`config.mk`:
```
export PLATFORM = sky130hd
export DESIGN_NAME = trigger_path
export DESIGN_NICKNAME = d
export VERILOG_FILES = /design/src/logic/trigger_pkg.sv /design/src/logic/trigger_path.sv /design/src/logic/trigger_extend.sv /design/src/logic/trigger_delay.sv /design/src/logic/trigger_input.sv
export SDC_FILE = /design/constraint.sdc
export NUM_CORES = 1
export LEC_CHECK = 0
export BUFFER_PORTS_ARGS = -buffer_cell sky130_fd_sc_hd__buf_2
export CAP_MARGIN = 20
export CORE_MARGIN = 10
export CORE_UTILIZATION = 51
export DETAILED_ROUTE_END_ITERATION = 6
export PLACE_DENSITY = 0.75
export SLEW_MARGIN = 30
export SYNTH_ARGS = -nofsm -noshare
export SYNTH_HDL_FRONTEND = slang
export SYNTH_HIERARCHICAL = 1
export SYNTH_SLANG_ARGS = --single-unit
export TNS_END_PERCENT = 5
```
`constraint.sdc`:
```
create_clock -name clk -period 4.3 [get_ports clk]
set_clock_uncertainty 0.2 [all_clocks]
set_input_delay 0.645 -clock clk [delete_from_list [all_inputs] [get_ports clk]]
set_output_delay 0.645 -clock clk [all_outputs]
set_load 0.1 [all_outputs]
```
`src/logic/trigger_pkg.sv`:
```
// shared trigger types; cfg fields are expected to stay static while a trigger is in flight
package trigger_pkg;

	// ----------------------------------------------------------------------
	// widths with a meaning
	// ----------------------------------------------------------------------

	// stable samples needed by the glitch filter, 0 acts as 1
	typedef logic [7:0]  filter_len_t;
	// trigger delay in clock cycles
	typedef logic [15:0] trig_delay_t;
	// status counter, wraps at full scale
	typedef logic [15:0] event_count_t;

	// ----------------------------------------------------------------------
	// register block view of the trigger path
	// ----------------------------------------------------------------------
	typedef struct packed {
		// 1 trigger mode, 0 free-run (nothing passes)
		logic        trigger_mode;
		logic        stream_enable;
		logic        acquisition_start;
		// 1 software handshake, 0 hardware line
		logic        soft_source;
		// 1 rising edge, 0 falling edge
		logic        rising_edge;
		filter_len_t filter_len;
		trig_delay_t delay;
	} trigger_cfg_t;

	// counters reported back to the register block
	typedef struct packed {
		event_count_t accepted;
		event_count_t delay_drops;
		event_count_t extend_drops;
	} trigger_status_t;

	// ----------------------------------------------------------------------
	// state machines
	// ----------------------------------------------------------------------
	typedef enum logic {
		DLY_IDLE,
		DLY_COUNT
	} delay_state_t;

	typedef enum logic {
		EXT_IDLE,
		EXT_LOW
	} extend_state_t;

endpackage
```
`src/logic/trigger_path.sv`:
```
// i_cfg comes from the register block and is held static during a test; no trigger queuing
module trigger_path #(
	parameter int EXTEND_LENGTH = 8192
) (
	input  logic                         clk,
	input  logic                         i_reset,
	input  trigger_pkg::trigger_cfg_t    i_cfg,
	input  logic                         i_line,
	input  logic                         i_soft_valid,
	output logic                         o_soft_ready,
	output logic                         o_trigger_n,
	output trigger_pkg::trigger_status_t o_status
);
	import trigger_pkg::*;

	// stage to stage pulses, no back-pressure
	logic         trig_pulse;
	logic         release_pulse;
	// status counters from each stage
	event_count_t delay_drops;
	event_count_t accept_count;
	event_count_t extend_drops;

	// ----------------------------------------------------------------------
	// source select, filter, handshake
	// ----------------------------------------------------------------------
	trigger_input i_input (
		.clk          (clk),
		.i_reset      (i_reset),
		.i_cfg        (i_cfg),
		.i_line       (i_line),
		.i_soft_valid (i_soft_valid),
		.o_soft_ready (o_soft_ready),
		.o_trig_pulse (trig_pulse)
	);

	// programmable delay
	trigger_delay i_delay (
		.clk             (clk),
		.i_reset         (i_reset),
		.i_delay         (i_cfg.delay),
		.i_trig_pulse    (trig_pulse),
		.o_release_pulse (release_pulse),
		.o_drop_count    (delay_drops)
	);

	// sensor pulse, active low
	trigger_extend #(
		.EXTEND_LENGTH (EXTEND_LENGTH)
	) i_extend (
		.clk                 (clk),
		.i_reset             (i_reset),
		.i_trigger_mode      (i_cfg.trigger_mode),
		.i_stream_enable     (i_cfg.stream_enable),
		.i_acquisition_start (i_cfg.acquisition_start),
		.i_release_pulse     (release_pulse),
		.o_trigger_n         (o_trigger_n),
		.o_accept_count      (accept_count),
		.o_drop_count        (extend_drops)
	);

	// ----------------------------------------------------------------------
	// status
	// ----------------------------------------------------------------------
	assign o_status.accepted     = accept_count;
	assign o_status.delay_drops  = delay_drops;
	assign o_status.extend_drops = extend_drops;

endmodule

```
`src/logic/trigger_extend.sv`:
```
// EXTEND_LENGTH must be at least 1; enable changes only gate new triggers, never a running pulse
module trigger_extend #(
	parameter int EXTEND_LENGTH = 8192
) (
	input  logic                      clk,
	input  logic                      i_reset,
	input  logic                      i_trigger_mode,
	input  logic                      i_stream_enable,
	input  logic                      i_acquisition_start,
	input  logic                      i_release_pulse,
	output logic                      o_trigger_n,
	output trigger_pkg::event_count_t o_accept_count,
	output trigger_pkg::event_count_t o_drop_count
);
	import trigger_pkg::*;

	// length counter sized from the pulse length
	localparam int CNT_W = (EXTEND_LENGTH > 1) ? $clog2(EXTEND_LENGTH) : 1;
	localparam logic [CNT_W-1:0] LAST_CNT = CNT_W'(EXTEND_LENGTH - 1);

	extend_state_t    state;
	logic             enable;
	logic [CNT_W-1:0] extend_cnt;

	// ----------------------------------------------------------------------
	// acquisition enable, registered every cycle
	// ----------------------------------------------------------------------
	always_ff @(posedge clk) begin
		if (i_reset) begin
			enable <= 1'b0;
		end else begin
			enable <= i_trigger_mode & i_stream_enable & i_acquisition_start;
		end
	end

	// ----------------------------------------------------------------------
	// pulse stretcher
	// ----------------------------------------------------------------------
	always_ff @(posedge clk) begin
		if (i_reset) begin
			state          <= EXT_IDLE;
			o_trigger_n    <= 1'b1;
			o_accept_count <= '0;
			o_drop_count   <= '0;
		end else begin
			case (state)
				EXT_IDLE: begin
					// disabled triggers vanish without a count
					if (i_release_pulse && enable) begin
						state          <= EXT_LOW;
						o_trigger_n    <= 1'b0;
						o_accept_count <= o_accept_count + event_count_t'(1);
					end
				end
				EXT_LOW: begin
					// overlap with the running pulse
					if (i_release_pulse && enable) begin
						o_drop_count <= o_drop_count + event_count_t'(1);
					end
					if (extend_cnt == LAST_CNT) begin
						state       <= EXT_IDLE;
						o_trigger_n <= 1'b1;
					end
				end
				default: begin
					state       <= EXT_IDLE;
					o_trigger_n <= 1'b1;
				end
			endcase
		end
	end

	// counts the low cycles, back to zero at the end
	always_ff @(posedge clk) begin
		if (state == EXT_IDLE || extend_cnt == LAST_CNT) begin
			extend_cnt <= '0;
		end else begin
			extend_cnt <= extend_cnt + CNT_W'(1);
		end
	end

endmodule

```
`src/logic/trigger_delay.sv`:
```
// i_delay is sampled when a pulse is accepted; pulses arriving while counting are dropped, not queued
module trigger_delay (
	input  logic                      clk,
	input  logic                      i_reset,
	input  trigger_pkg::trig_delay_t  i_delay,
	input  logic                      i_trig_pulse,
	output logic                      o_release_pulse,
	output trigger_pkg::event_count_t o_drop_count
);
	import trigger_pkg::*;

	delay_state_t state;
	// cycles left before release
	trig_delay_t  remain;
	logic         start_count;

	// accepted pulse with a nonzero delay
	assign start_count = (state == DLY_IDLE) && i_trig_pulse && (i_delay != '0);

	// ----------------------------------------------------------------------
	// control fsm
	// ----------------------------------------------------------------------
	always_ff @(posedge clk) begin
		if (i_reset) begin
			state           <= DLY_IDLE;
			o_release_pulse <= 1'b0;
			o_drop_count    <= '0;
		end else begin
			o_release_pulse <= 1'b0;
			case (state)
				DLY_IDLE: begin
					if (i_trig_pulse) begin
						// zero delay goes straight out next cycle
						if (i_delay == '0) begin
							o_release_pulse <= 1'b1;
						end else begin
							state <= DLY_COUNT;
						end
					end
				end
				DLY_COUNT: begin
					// busy, lose it
					if (i_trig_pulse) begin
						o_drop_count <= o_drop_count + event_count_t'(1);
					end
					if (remain == '0) begin
						o_release_pulse <= 1'b1;
						state           <= DLY_IDLE;
					end
				end
				default: begin
					state <= DLY_IDLE;
				end
			endcase
		end
	end

	// ----------------------------------------------------------------------
	// down counter
	// ----------------------------------------------------------------------

	// loaded with delay-1 so release lands delay+1 after the pulse
	always_ff @(posedge clk) begin
		if (start_count) begin
			remain <= i_delay - trig_delay_t'(1);
		end else if (state == DLY_COUNT && remain != '0) begin
			remain <= remain - trig_delay_t'(1);
		end
	end

endmodule

```
`src/logic/trigger_input.sv`:
```
// i_line is asynchronous and idles low after reset; soft_source picks exactly one trigger source
module trigger_input (
	input  logic                      clk,
	input  logic                      i_reset,
	input  trigger_pkg::trigger_cfg_t i_cfg,
	input  logic                      i_line,
	input  logic                      i_soft_valid,
	output logic                      o_soft_ready,
	output logic                      o_trig_pulse
);
	import trigger_pkg::*;

	// two flop synchronizer
	logic        sync_meta;
	logic        sync_line;
	// filtered level and its previous value
	logic        filt_level;
	logic        filt_level_d;
	// samples seen that differ from filt_level
	filter_len_t stable_cnt;
	filter_len_t filt_len_eff;
	// high once the stage has left reset
	logic        running;
	logic        soft_fire;
	logic        hw_edge;

	// ----------------------------------------------------------------------
	// line synchronizer
	// ----------------------------------------------------------------------
	always_ff @(posedge clk) begin
		if (i_reset) begin
			sync_meta <= 1'b0;
			sync_line <= 1'b0;
		end else begin
			sync_meta <= i_line;
			sync_line <= sync_meta;
		end
	end

	// ----------------------------------------------------------------------
	// glitch filter
	// ----------------------------------------------------------------------

	// zero length behaves as a single sample
	assign filt_len_eff = (i_cfg.filter_len == '0) ? filter_len_t'(1) : i_cfg.filter_len;

	always_ff @(posedge clk) begin
		if (i_reset) begin
			stable_cnt   <= '0;
			filt_level   <= 1'b0;
			filt_level_d <= 1'b0;
		end else begin
			filt_level_d <= filt_level;
			if (sync_line == filt_level) begin
				// glitch or no change, start over
				stable_cnt <= '0;
			end else if (stable_cnt >= filt_len_eff - filter_len_t'(1)) begin
				// held long enough, take the new level
				filt_level <= sync_line;
				stable_cnt <= '0;
			end else begin
				stable_cnt <= stable_cnt + filter_len_t'(1);
			end
		end
	end

	// configured edge on the filtered level
	assign hw_edge = (filt_level != filt_level_d) && (filt_level == i_cfg.rising_edge);

	// ----------------------------------------------------------------------
	// software handshake
	// ----------------------------------------------------------------------
	always_ff @(posedge clk) begin
		if (i_reset) begin
			running <= 1'b0;
		end else begin
			running <= 1'b1;
		end
	end

	// never stalls, a busy path downstream drops and counts
	assign o_soft_ready = i_cfg.soft_source & running;
	assign soft_fire    = i_soft_valid & o_soft_ready;

	// one cycle pulse, only the selected source can fire
	always_ff @(posedge clk) begin
		if (i_reset) begin
			o_trig_pulse <= 1'b0;
		end else begin
			o_trig_pulse <= i_cfg.soft_source ? soft_fire : hw_edge;
		end
	end

endmodule

```
==> run metrics, run 1 <==
status=finished, final reports clean; DRT antenna net count=0; die area=14,230 um2; Synth async-reset ratio=0%; fin crit period=3876 ps; Power, Total=1.641 mW; Max VDD drop=0.1668 mV; combined area of the multi-input logic cells=2818 um2; biggest area consumer among synthesized cells=dfxtp_1; sw power=0.3998 mW; worst path arrival time=3790 ps; Synth Instances=548; leakage=2.210 nW; Clock Tree Root=clkbuf_8; final instance area=5753 um2; max-slew violations=0; final wirelength=11,200 um; boundary pin count=83; Num CTS Buffers=9; Post-CTS Setup Inserts=0; Cell variety after synth=65; Tightest Hold Check Type=reg -> reg; crit-path cells=buf_2, or3_1, or4_4, o21ai_4, mux2i_1, ha_1, nor3b_1, nand2_1, a21oi_1, o2111ai_1, xnor2_1, mux2_2; largest net degree at the start of global routing=37; Post-synth top cells=dfxtp_1 (80), nor2_1 (76), nand2_1 (37), xnor2_1 (37), xor2_1 (32); GRT Total Usage=15.57%; CP max FO=5; Initial Util=51.94%; synthesized cell area=5030 um2; Port Buf Inserts=82; nets=679; area delta synth->final=14.38%; switching share of power=24.37%; Slew headroom=52.47%; Post-CTS Resized=0; global placement routability congestion=0.9298; Routed WL per cell=14.57 um; TritonCTS clock tree=done; Slew @ Worst Pin=711.3 ps; Detail Placement HPWL=8465 um; top cells by area, synth=dfxtp_1 (32%), edfxtp_1 (9.6%), xnor2_1 (6.4%); syn nets=596; vias in the first global route=4,227; Critical Path Max Stage Delay=590 ps; DP Area=5552 um2; Clock Pin Slew Worst Setup and Hold Paths=90 ps; Power Density=285.2 nW/um2; final non-filler cell total=769; grt total ovfl=0; combinational share of power=6.4%; Sequential Power Share=56.8%; die span in y=119.3 um; first-pass GRT wire length=19,110 um; share of layout cells above drive strength 1=20.91%; Ys Warns=6; Setup crit end kind=flip-flop; Synth Flop Type=dfxtp_1; slowest CP cell=or4_4; post-synth top area share=31.84%; Avg Vias per Cell=5.571; number of synthesized flops with an enable pin=16; Final TNS setup=0 ps; dpl cells=753; clk buf depth=2; initial antenna violation count=0; Avg Inst Size Synth=9.179 um2; die width=119.3 um; num rows=36; sequential area share after synthesis=41.39%; ant diodes=0; CTS sink count=96; CTS H-Tree Depth=3; Setup violations, final=0; initial DRC count=256; CP Class=in -> reg; #FFs+latches synth=96; vias=4,284; DRC viols=0; internal power=1.241 mW; clock latency on the worst-skew pair=360 ps; Tcrit/Tclk final=90.13%; Hold Vio Cnt, Final=0; clock group share of total power=36.8%; hold buffers post-CTS=0; detailed-router iteration count before antenna repair=5; area occupied by registers=2082 um2; max_cap viols=0; CORE AREA=9684 um2; RSZ-0062 raised after global routing=false; Crit path required time=4210 ps; CP Launch Type=input pin; Max Fclk=258.0 MHz; fill count=869; count leader, synth=dfxtp_1
kinds of logic (layout without fill, tap and decap cells):
logic type | after synthesis | after routing | synth area share [%]
and+or+nand+nor | 258 | 258 | 27.93
xor gates and xnor gates | 69 | 69 | 12.01
buffers and inverters | 27 | 115 | 2.587
adders and majority gates | 15 | 15 | 3.731
DFF | 96 | 96 | 41.39
muxes | 15 | 15 | 3.060
AOI/OAI and AO/OA | 68 | 68 | 9.279
critical path, delay by kind of cell:
family	cells	cell delay, ps
buffers and inverters	1	120
AOI/OAI and AO/OA	3	600
muxes	2	540
and+or+nand+nor	4	1530
adders and majority gates	1	200
xor gates and xnor gates	1	150
layout by cell type (no fill, tap or decap), types with 4 or more instances in the layout:
master / netlist / layout
buf_2: 0 / 82
mux2i_1: 12 / 12
and3_1: 9 / 9
o21ai_0: 14 / 14
dfxtp_1: 80 / 80
nor2_1: 76 / 76
edfxtp_1: 16 / 16
clkbuf_8: 1 / 9
a21oi_1: 25 / 25
inv_1: 14 / 14
nand2_1: 37 / 37
nor3_1: 24 / 24
xor2_1: 32 / 32
ha_1: 15 / 15
nand4_1: 11 / 11
nor2b_1: 6 / 6
or4_4: 6 / 6
nand2b_1: 4 / 4
nand3_1: 26 / 26
xnor2_1: 37 / 37
or3_1: 15 / 15
nor4_1: 10 / 10
power by group through the flow:
stage	logic, mW	registers, mW	clock network, mW
2_1_floorplan	0.0664	0.950	0
3_3_place_gp	0.101	0.951	0
3_5_place_dp	0.104	0.952	0
4_1_cts	0.105	0.931	0.623
5_1_grt	0.116	0.933	0.663
6_report	0.105	0.931	0.604
registers in the layout (all words and copies together) (netlist names):
signal                   count
i_delay/o_drop_count        16
i_delay/o_release_pulse      1
i_delay/remain              16
i_delay/state                1
i_extend/enable              1
i_extend/extend_cnt         13
i_extend/o_accept_count     16
i_extend/o_drop_count       16
i_extend/o_trigger_n         1
i_extend/state               1
i_input/filt_level           1
i_input/filt_level_d         1
i_input/o_trig_pulse         1
i_input/running              1
i_input/stable_cnt           8
i_input/sync_line            1
i_input/sync_meta            1
final timing paths:
| check | start | end | slack (ps) | cells after the start |
|---|---|---|---|---|
| worst max-delay path | i_cfg[13] | i_delay/remain[12]$_DFFE_PP_ | 420 | 12 |
| worst min-delay path | i_input/sync_meta$_SDFF_PP0_ | i_input/sync_line$_SDFF_PP0_ | 260 | 1 |
| worst max register to register | i_delay/state$_SDFF_PP0_ | i_delay/remain[12]$_DFFE_PP_ | 1150 | 10 |
| worst min register to register | i_input/sync_meta$_SDFF_PP0_ | i_input/sync_line$_SDFF_PP0_ | 260 | 1 |
per-stage QoR:
step | hold slack, ps | util, % | setup slack (ps)
after global routing | 263.4 | 59.41 | 270.9
after global placement | 224.6 | 57.33 | 223.5
after detailed placement | 235.4 | 57.33 | 89.73
final | 257.0 | 59.41 | 424.2
after CTS | 260.8 | 59.41 | 454.4
after floorplan | 213.8 | - | 219.6
metal layers:
layer / wire, um / up-vias / part of all wire (%) / track usage [%]
met5: 0 / - / 0 / 0
met1: 4971 / 2048 / 44 / 18.10
li1: - / 2128 / - / -
met2: 5485 / 89 / 49 / 26.66
met3: 538 / 19 / 4.8 / 3.873
met4: 208 / 0 / 1.9 / 6.712
cell type report:
type / instances / area share (%)
multi-input combinational: 425 / 48.98
inverter: 14 / 0.9134
sequential: 96 / 36.19
clock buffer: 9 / 2.153
timing repair buffer: 85 / 7.525
tap: 133 / 2.893
clock inverter: 7 / 1.348
(Power assumes the default switching activity.)
==> run 2: changes to the inputs <==
BUFFER_PORTS_ARGS = unset   (was -buffer_cell sky130_fd_sc_hd__buf_2)
CORE_UTILIZATION = 57   (was 51)
DONT_BUFFER_PORTS = 1   (was unset)
PLACE_DENSITY = 0.74   (was 0.75)
==> run 2 against run 1 <==
Critical path depth is 1 lower. Register-to-register slack got worse by 80 ps. Count of clock-buffer cells in the layout is the same. Final cell count is 9.9% lower. Largest power group unchanged.
==> run metrics, run 2 (same netlist as run 1, synthesis figures left out) <==
status=finished, final reports clean; Post-CTS Setup Inserts=0; die area=12,980 um2; Slew headroom=30.86%; Clock Pin Slew Worst Setup and Hold Paths=90 ps; max-slew violations=0; DP Area=5349 um2; Clock Tree Root=clkbuf_8; Crit path required time=4210 ps; ant diodes=0; cell repeated most along the worst path=or4_4; Util after Layout=64.31%; Power, Total=1.607 mW; vias=4,076; num rows=34; vias in the first global route=4,046; Slew @ Worst Pin=1036 ps; boundary pin count=83; DRC viols=0; CORE AREA=8636 um2; hold buffers post-CTS=0; die width=113.9 um; Tcrit/Tclk final=88.39%; dpl cells=677; clock latency on the worst-skew pair=360 ps; DRT antenna net count=0; Post-CTS Resized=0; Worst R2R Path Depth=10; die span in y=113.9 um; max_cap viols=0; global placement routability congestion=0.9055; Critical Path Max Stage Delay=540 ps; worst path arrival time=3710 ps; slowest CP cell=or4_4; final instance area=5554 um2; Max Fclk=263.1 MHz; Routed WL per cell=15.76 um; Setup violations, final=0; first-pass GRT wire length=18,500 um; area delta synth->final=10.42%; Tightest Hold Check Type=in -> reg; CP max FO=5; share of layout cells above drive strength 1=15.04%; GRT Total Usage=16.66%; Top Family by Delay on Critical Path=simple AND/OR/NAND/NOR gates; CP Class=in -> reg; Power Density=289.3 nW/um2; most frequent cells in the layout=nor2_1 (76), dfxtp_1 (74), nand2_1 (37), xnor2_1 (37), buf_4 (34); CTS sink count=96; leakage=1.981 nW; Setup crit end kind=flip-flop; Port Buf Inserts=0; clk buf depth=2; CP Buf/Inv Count=0; Initial Util=58.24%; Critical Path Stages=11; grt total ovfl=0; CP Launch Type=input pin; initial DRC count=206; fill count=720; CTS H-Tree Depth=3; Final TNS setup=0 ps; final non-filler cell total=693; nets=628; commonest non-fill, non-tap cell in the layout=nor2_1; fin crit period=3801 ps; largest net degree at the start of global routing=62; crit-path cells=or4_4, or4_4, o21ai_4, mux2i_1, ha_1, nor3b_1, nand2_1, a21oi_1, o2111ai_1, xnor2_1, mux2_2; RSZ-0062 raised after global routing=false; Avg Vias per Cell=5.882; Hold Vio Cnt, Final=0; r2r setup slk=1070 ps; initial antenna violation count=0; Detail Placement HPWL=8274 um; Worst Hold Path Cells=1; Max VDD drop=0.2063 mV; TritonCTS clock tree=done; detailed-router iteration count before antenna repair=4; Num CTS Buffers=9; final wirelength=10,920 um
## run 2: per-stage QoR
| step | setup slack (ps) | hold slack [ps] |
|---|---|---|
| 5_1_grt | 323.5 | 112.1 |
| 3_5_place_dp | 196.4 | 248.1 |
| 4_1_cts | 591.2 | 122.9 |
| 3_3_place_gp | 256.4 | 224.3 |
| 2_1_floorplan | 219.6 | 213.8 |
| 6_report | 499.3 | 147.1 |
## run 2: routing by layer
metal / wire [um] / GRT usage [%] / vias to the layer above
met3: 972 / 6.142 / 8
li1: - / - / 2028
met1: 4683 / 19.77 / 1919
met4: 86 / 6.015 / 0
met2: 5179 / 26.99 / 121
met5: 0 / 0 / -
## run 2: layout make-up
cell class | count | area [um2] | area share, %
clock buffer | 9 | 123.9 | 2.230
clock inverter | 7 | 80.08 | 1.442
inverter | 14 | 52.55 | 0.9462
multi-input combinational | 425 | 2818 | 50.73
tap | 108 | 135.1 | 2.433
timing repair buffer | 34 | 255.2 | 4.596
sequential | 96 | 2090 | 37.62
## run 2: worst paths after layout
path                                                    from                            to
worst max-delay path                                i_cfg[1]  i_delay/remain[12]$_DFFE_PP_
worst min-delay path                                 i_reset       i_input/running$_DFF_P_
worst max register to register      i_delay/state$_SDFF_PP0_  i_delay/remain[12]$_DFFE_PP_
worst min register to register  i_input/sync_meta$_SDFF_PP0_  i_input/sync_line$_SDFF_PP0_
## run 2: power breakdown
group	leakage (nW)	internal (mW)	switching, mW
Sequential	0.795	0.923	0.00829
Combinational	1.08	0.0303	0.0409
Clock	0.102	0.276	0.328
Total	1.98	1.23	0.377
==> run 3: changes to the inputs <==
ABC_AREA = 1   (was unset)
CORE_UTILIZATION = 35   (was 57)
PLACE_DENSITY = 0.5   (was 0.74)
==> run 3 against run 2 <==
Sequential power about the same. Sequential share of layout area is 1.6 points lower. Core utilization fell by 24 points. Critical path type unchanged. Critical endpoint is now i_delay/remain[10]$_DFFE_PP_. Largest cell class unchanged.
==> run metrics, run 3 <==
leakage=2.408 nW; GRT Total Usage=12.50%; global placement routability congestion=0.8238; worst path arrival time=2570 ps; share of layout cells above drive strength 1=15.32%; vias in the first global route=4,125; max_cap viols=0; Util after Layout=40.18%; num rows=44; Critical Path Max Stage Delay=340 ps; Max Fclk=375.1 MHz; sequential area share after synthesis=39.78%; Detail Placement HPWL=9523 um; Synth Instances=710; CP Class=in -> reg; CP Buf/Inv Count=0; die width=142.3 um; final instance area=5862 um2; Crit path required time=4200 ps; CTS sink count=96; Post-CTS Setup Inserts=0; clk buf depth=2; RSZ-0062 raised after global routing=false; boundary pin count=83; Setup crit end kind=flip-flop; syn nets=758; #FFs+latches synth=96; initial antenna violation count=0; Post-synth top cells=nand2_1 (159), nor2_1 (100), inv_1 (90); Final TNS setup=0 ps; Ys Warns=6; CP Launch Type=input pin; CP max FO=21; die span in y=142.3 um; Power Density=317.0 nW/um2; Routed WL per cell=13.48 um; nets=774; Setup violations, final=0; die area=20,250 um2; Tcrit/Tclk final=62.00%; status=finished, final reports clean; fill count=1,475; count leader, synth=nand2_1; most frequent cells in the layout=nand2_1 (159), nor2_1 (100), inv_1 (90), dfxtp_1 (55), nand3_1 (39); Cell variety after synth=38; commonest non-fill, non-tap cell in the layout=nand2_1; Num CTS Buffers=9; slowest CP cell=nand2_2; Synth Flop Type=dfxtp_1; crit-path cells=nor2_1, nand2_1, nor2_4, nand2_4, nand2_2, nand2_1, nand2_2, ha_1, nand2_1, nor2_1, nand2_1, o21ai_1, nand2_1; detailed-router iteration count before antenna repair=5; area delta synth->final=12.00%; DRT antenna net count=0; DRC viols=0; Avg Inst Size Synth=7.372 um2; cell repeated most along the worst path=nand2_1; post-synth top area share=30.60%; Synth async-reset ratio=0%; largest net degree at the start of global routing=29; grt total ovfl=0; Power, Total=1.858 mW; number of synthesized flops with an enable pin=16; Post-CTS Resized=0; Top Family by Delay on Critical Path=simple AND/OR/NAND/NOR gates; top cells by area, synth=dfxtp_1 (31%), nand2_1 (11%), edfxtp_1 (9.2%); Clock Pin Slew Worst Setup and Hold Paths=70 ps; Hold Vio Cnt, Final=0; Slew @ Worst Pin=1032 ps; ant diodes=0; clock latency on the worst-skew pair=350 ps; final wirelength=12,340 um; fin crit period=2666 ps; Port Buf Inserts=0; biggest area consumer among synthesized cells=dfxtp_1; first-pass GRT wire length=20,600 um; initial DRC count=249; TritonCTS clock tree=done; Clock Tree Root=clkbuf_16; CTS H-Tree Depth=3; Tightest Hold Check Type=in -> reg; hold buffers post-CTS=0; Avg Vias per Cell=4.774; synthesized cell area=5234 um2; Initial Util=35.87%; vias=4,368; max-slew violations=0; CORE AREA=14,590 um2; DP Area=5543 um2; Max VDD drop=0.1693 mV; Slew headroom=31.12%
-- run 3: cell families (layout without fill, tap and decap cells) --
kind of cell               after synthesis  in the layout  synth area share, %
adders and majority gates               15             15                3.586
DFF                                     96             96                39.78
AOI/OAI and AO/OA                       76             76                7.698
buffers and inverters                  104            125                7.793
and+or+nand+nor                        393            393                36.79
xor gates and xnor gates                26             26                4.351
-- run 3: area by class of cell --
type                       count  area (um2)  area share, %
clock buffer                  14       296.5          5.059
clock inverter                 2       16.27         0.2775
inverter                      95       356.6          6.083
multi-input combinational    510        2744          46.81
sequential                    96        2113          36.05
tap                          184       230.2          3.927
timing repair buffer          14       105.1          1.793
-- run 3: worst paths after layout --
| kind | start | cells past startpoint | slack (ps) | to |
|---|---|---|---|---|
| min reg2reg | i_input/sync_meta$_SDFF_PP0_ | 2 | 210 | i_input/sync_line$_SDFF_PP0_ |
| max reg2reg | i_input/o_trig_pulse$_SDFF_PP0_ | 11 | 1640 | i_delay/remain[11]$_DFFE_PP_ |
| max | i_cfg[15] | 13 | 1630 | i_delay/remain[10]$_DFFE_PP_ |
| min | i_reset | 1 | 170 | i_extend/o_drop_count[10]$_SDFFE_PP0P_ |
-- run 3: worst register-to-register path, cell delays in order, from the launching register on --
cell and delay (ps):
dfxtp_1 420, inv_1 100, nor2_4 380, nand2_2 360, nand2_1 150, nand2_1 140, nor2_2 200, nand2_1 110
nor2_4 180, nand2_1 70, nand2_1 60, nand2_1 50
-- run 3: stage by stage --
stage / worst slack, ps / hold slack, ps / instances
floorplan: 1675 / 188.3 / 710
global placement: 1318 / 204.0 / 899
detailed placement: 1280 / 209.1 / 899
CTS: 1652 / 145.7 / 915
global route: 1400 / 143.9 / 915
finish: 1634 / 167.6 / 915
-- run 3: metal layers --
metal / vias to the layer above / track usage (%) / share of wire (%)
met1: 1975 / 14.95 / 44
met4: 0 / 5.379 / 1.6
li1: 2309 / - / -
met5: - / 0 / 0
met2: 71 / 20.82 / 49
met3: 13 / 3.071 / 5.3
-- run 3: power breakdown --
part	internal, mW	switching, mW	leakage [nW]
registers	0.925	0.00711	0.804
logic	0.0321	0.0665	1.45
clock network	0.482	0.346	0.150
total	1.44	0.420	2.41
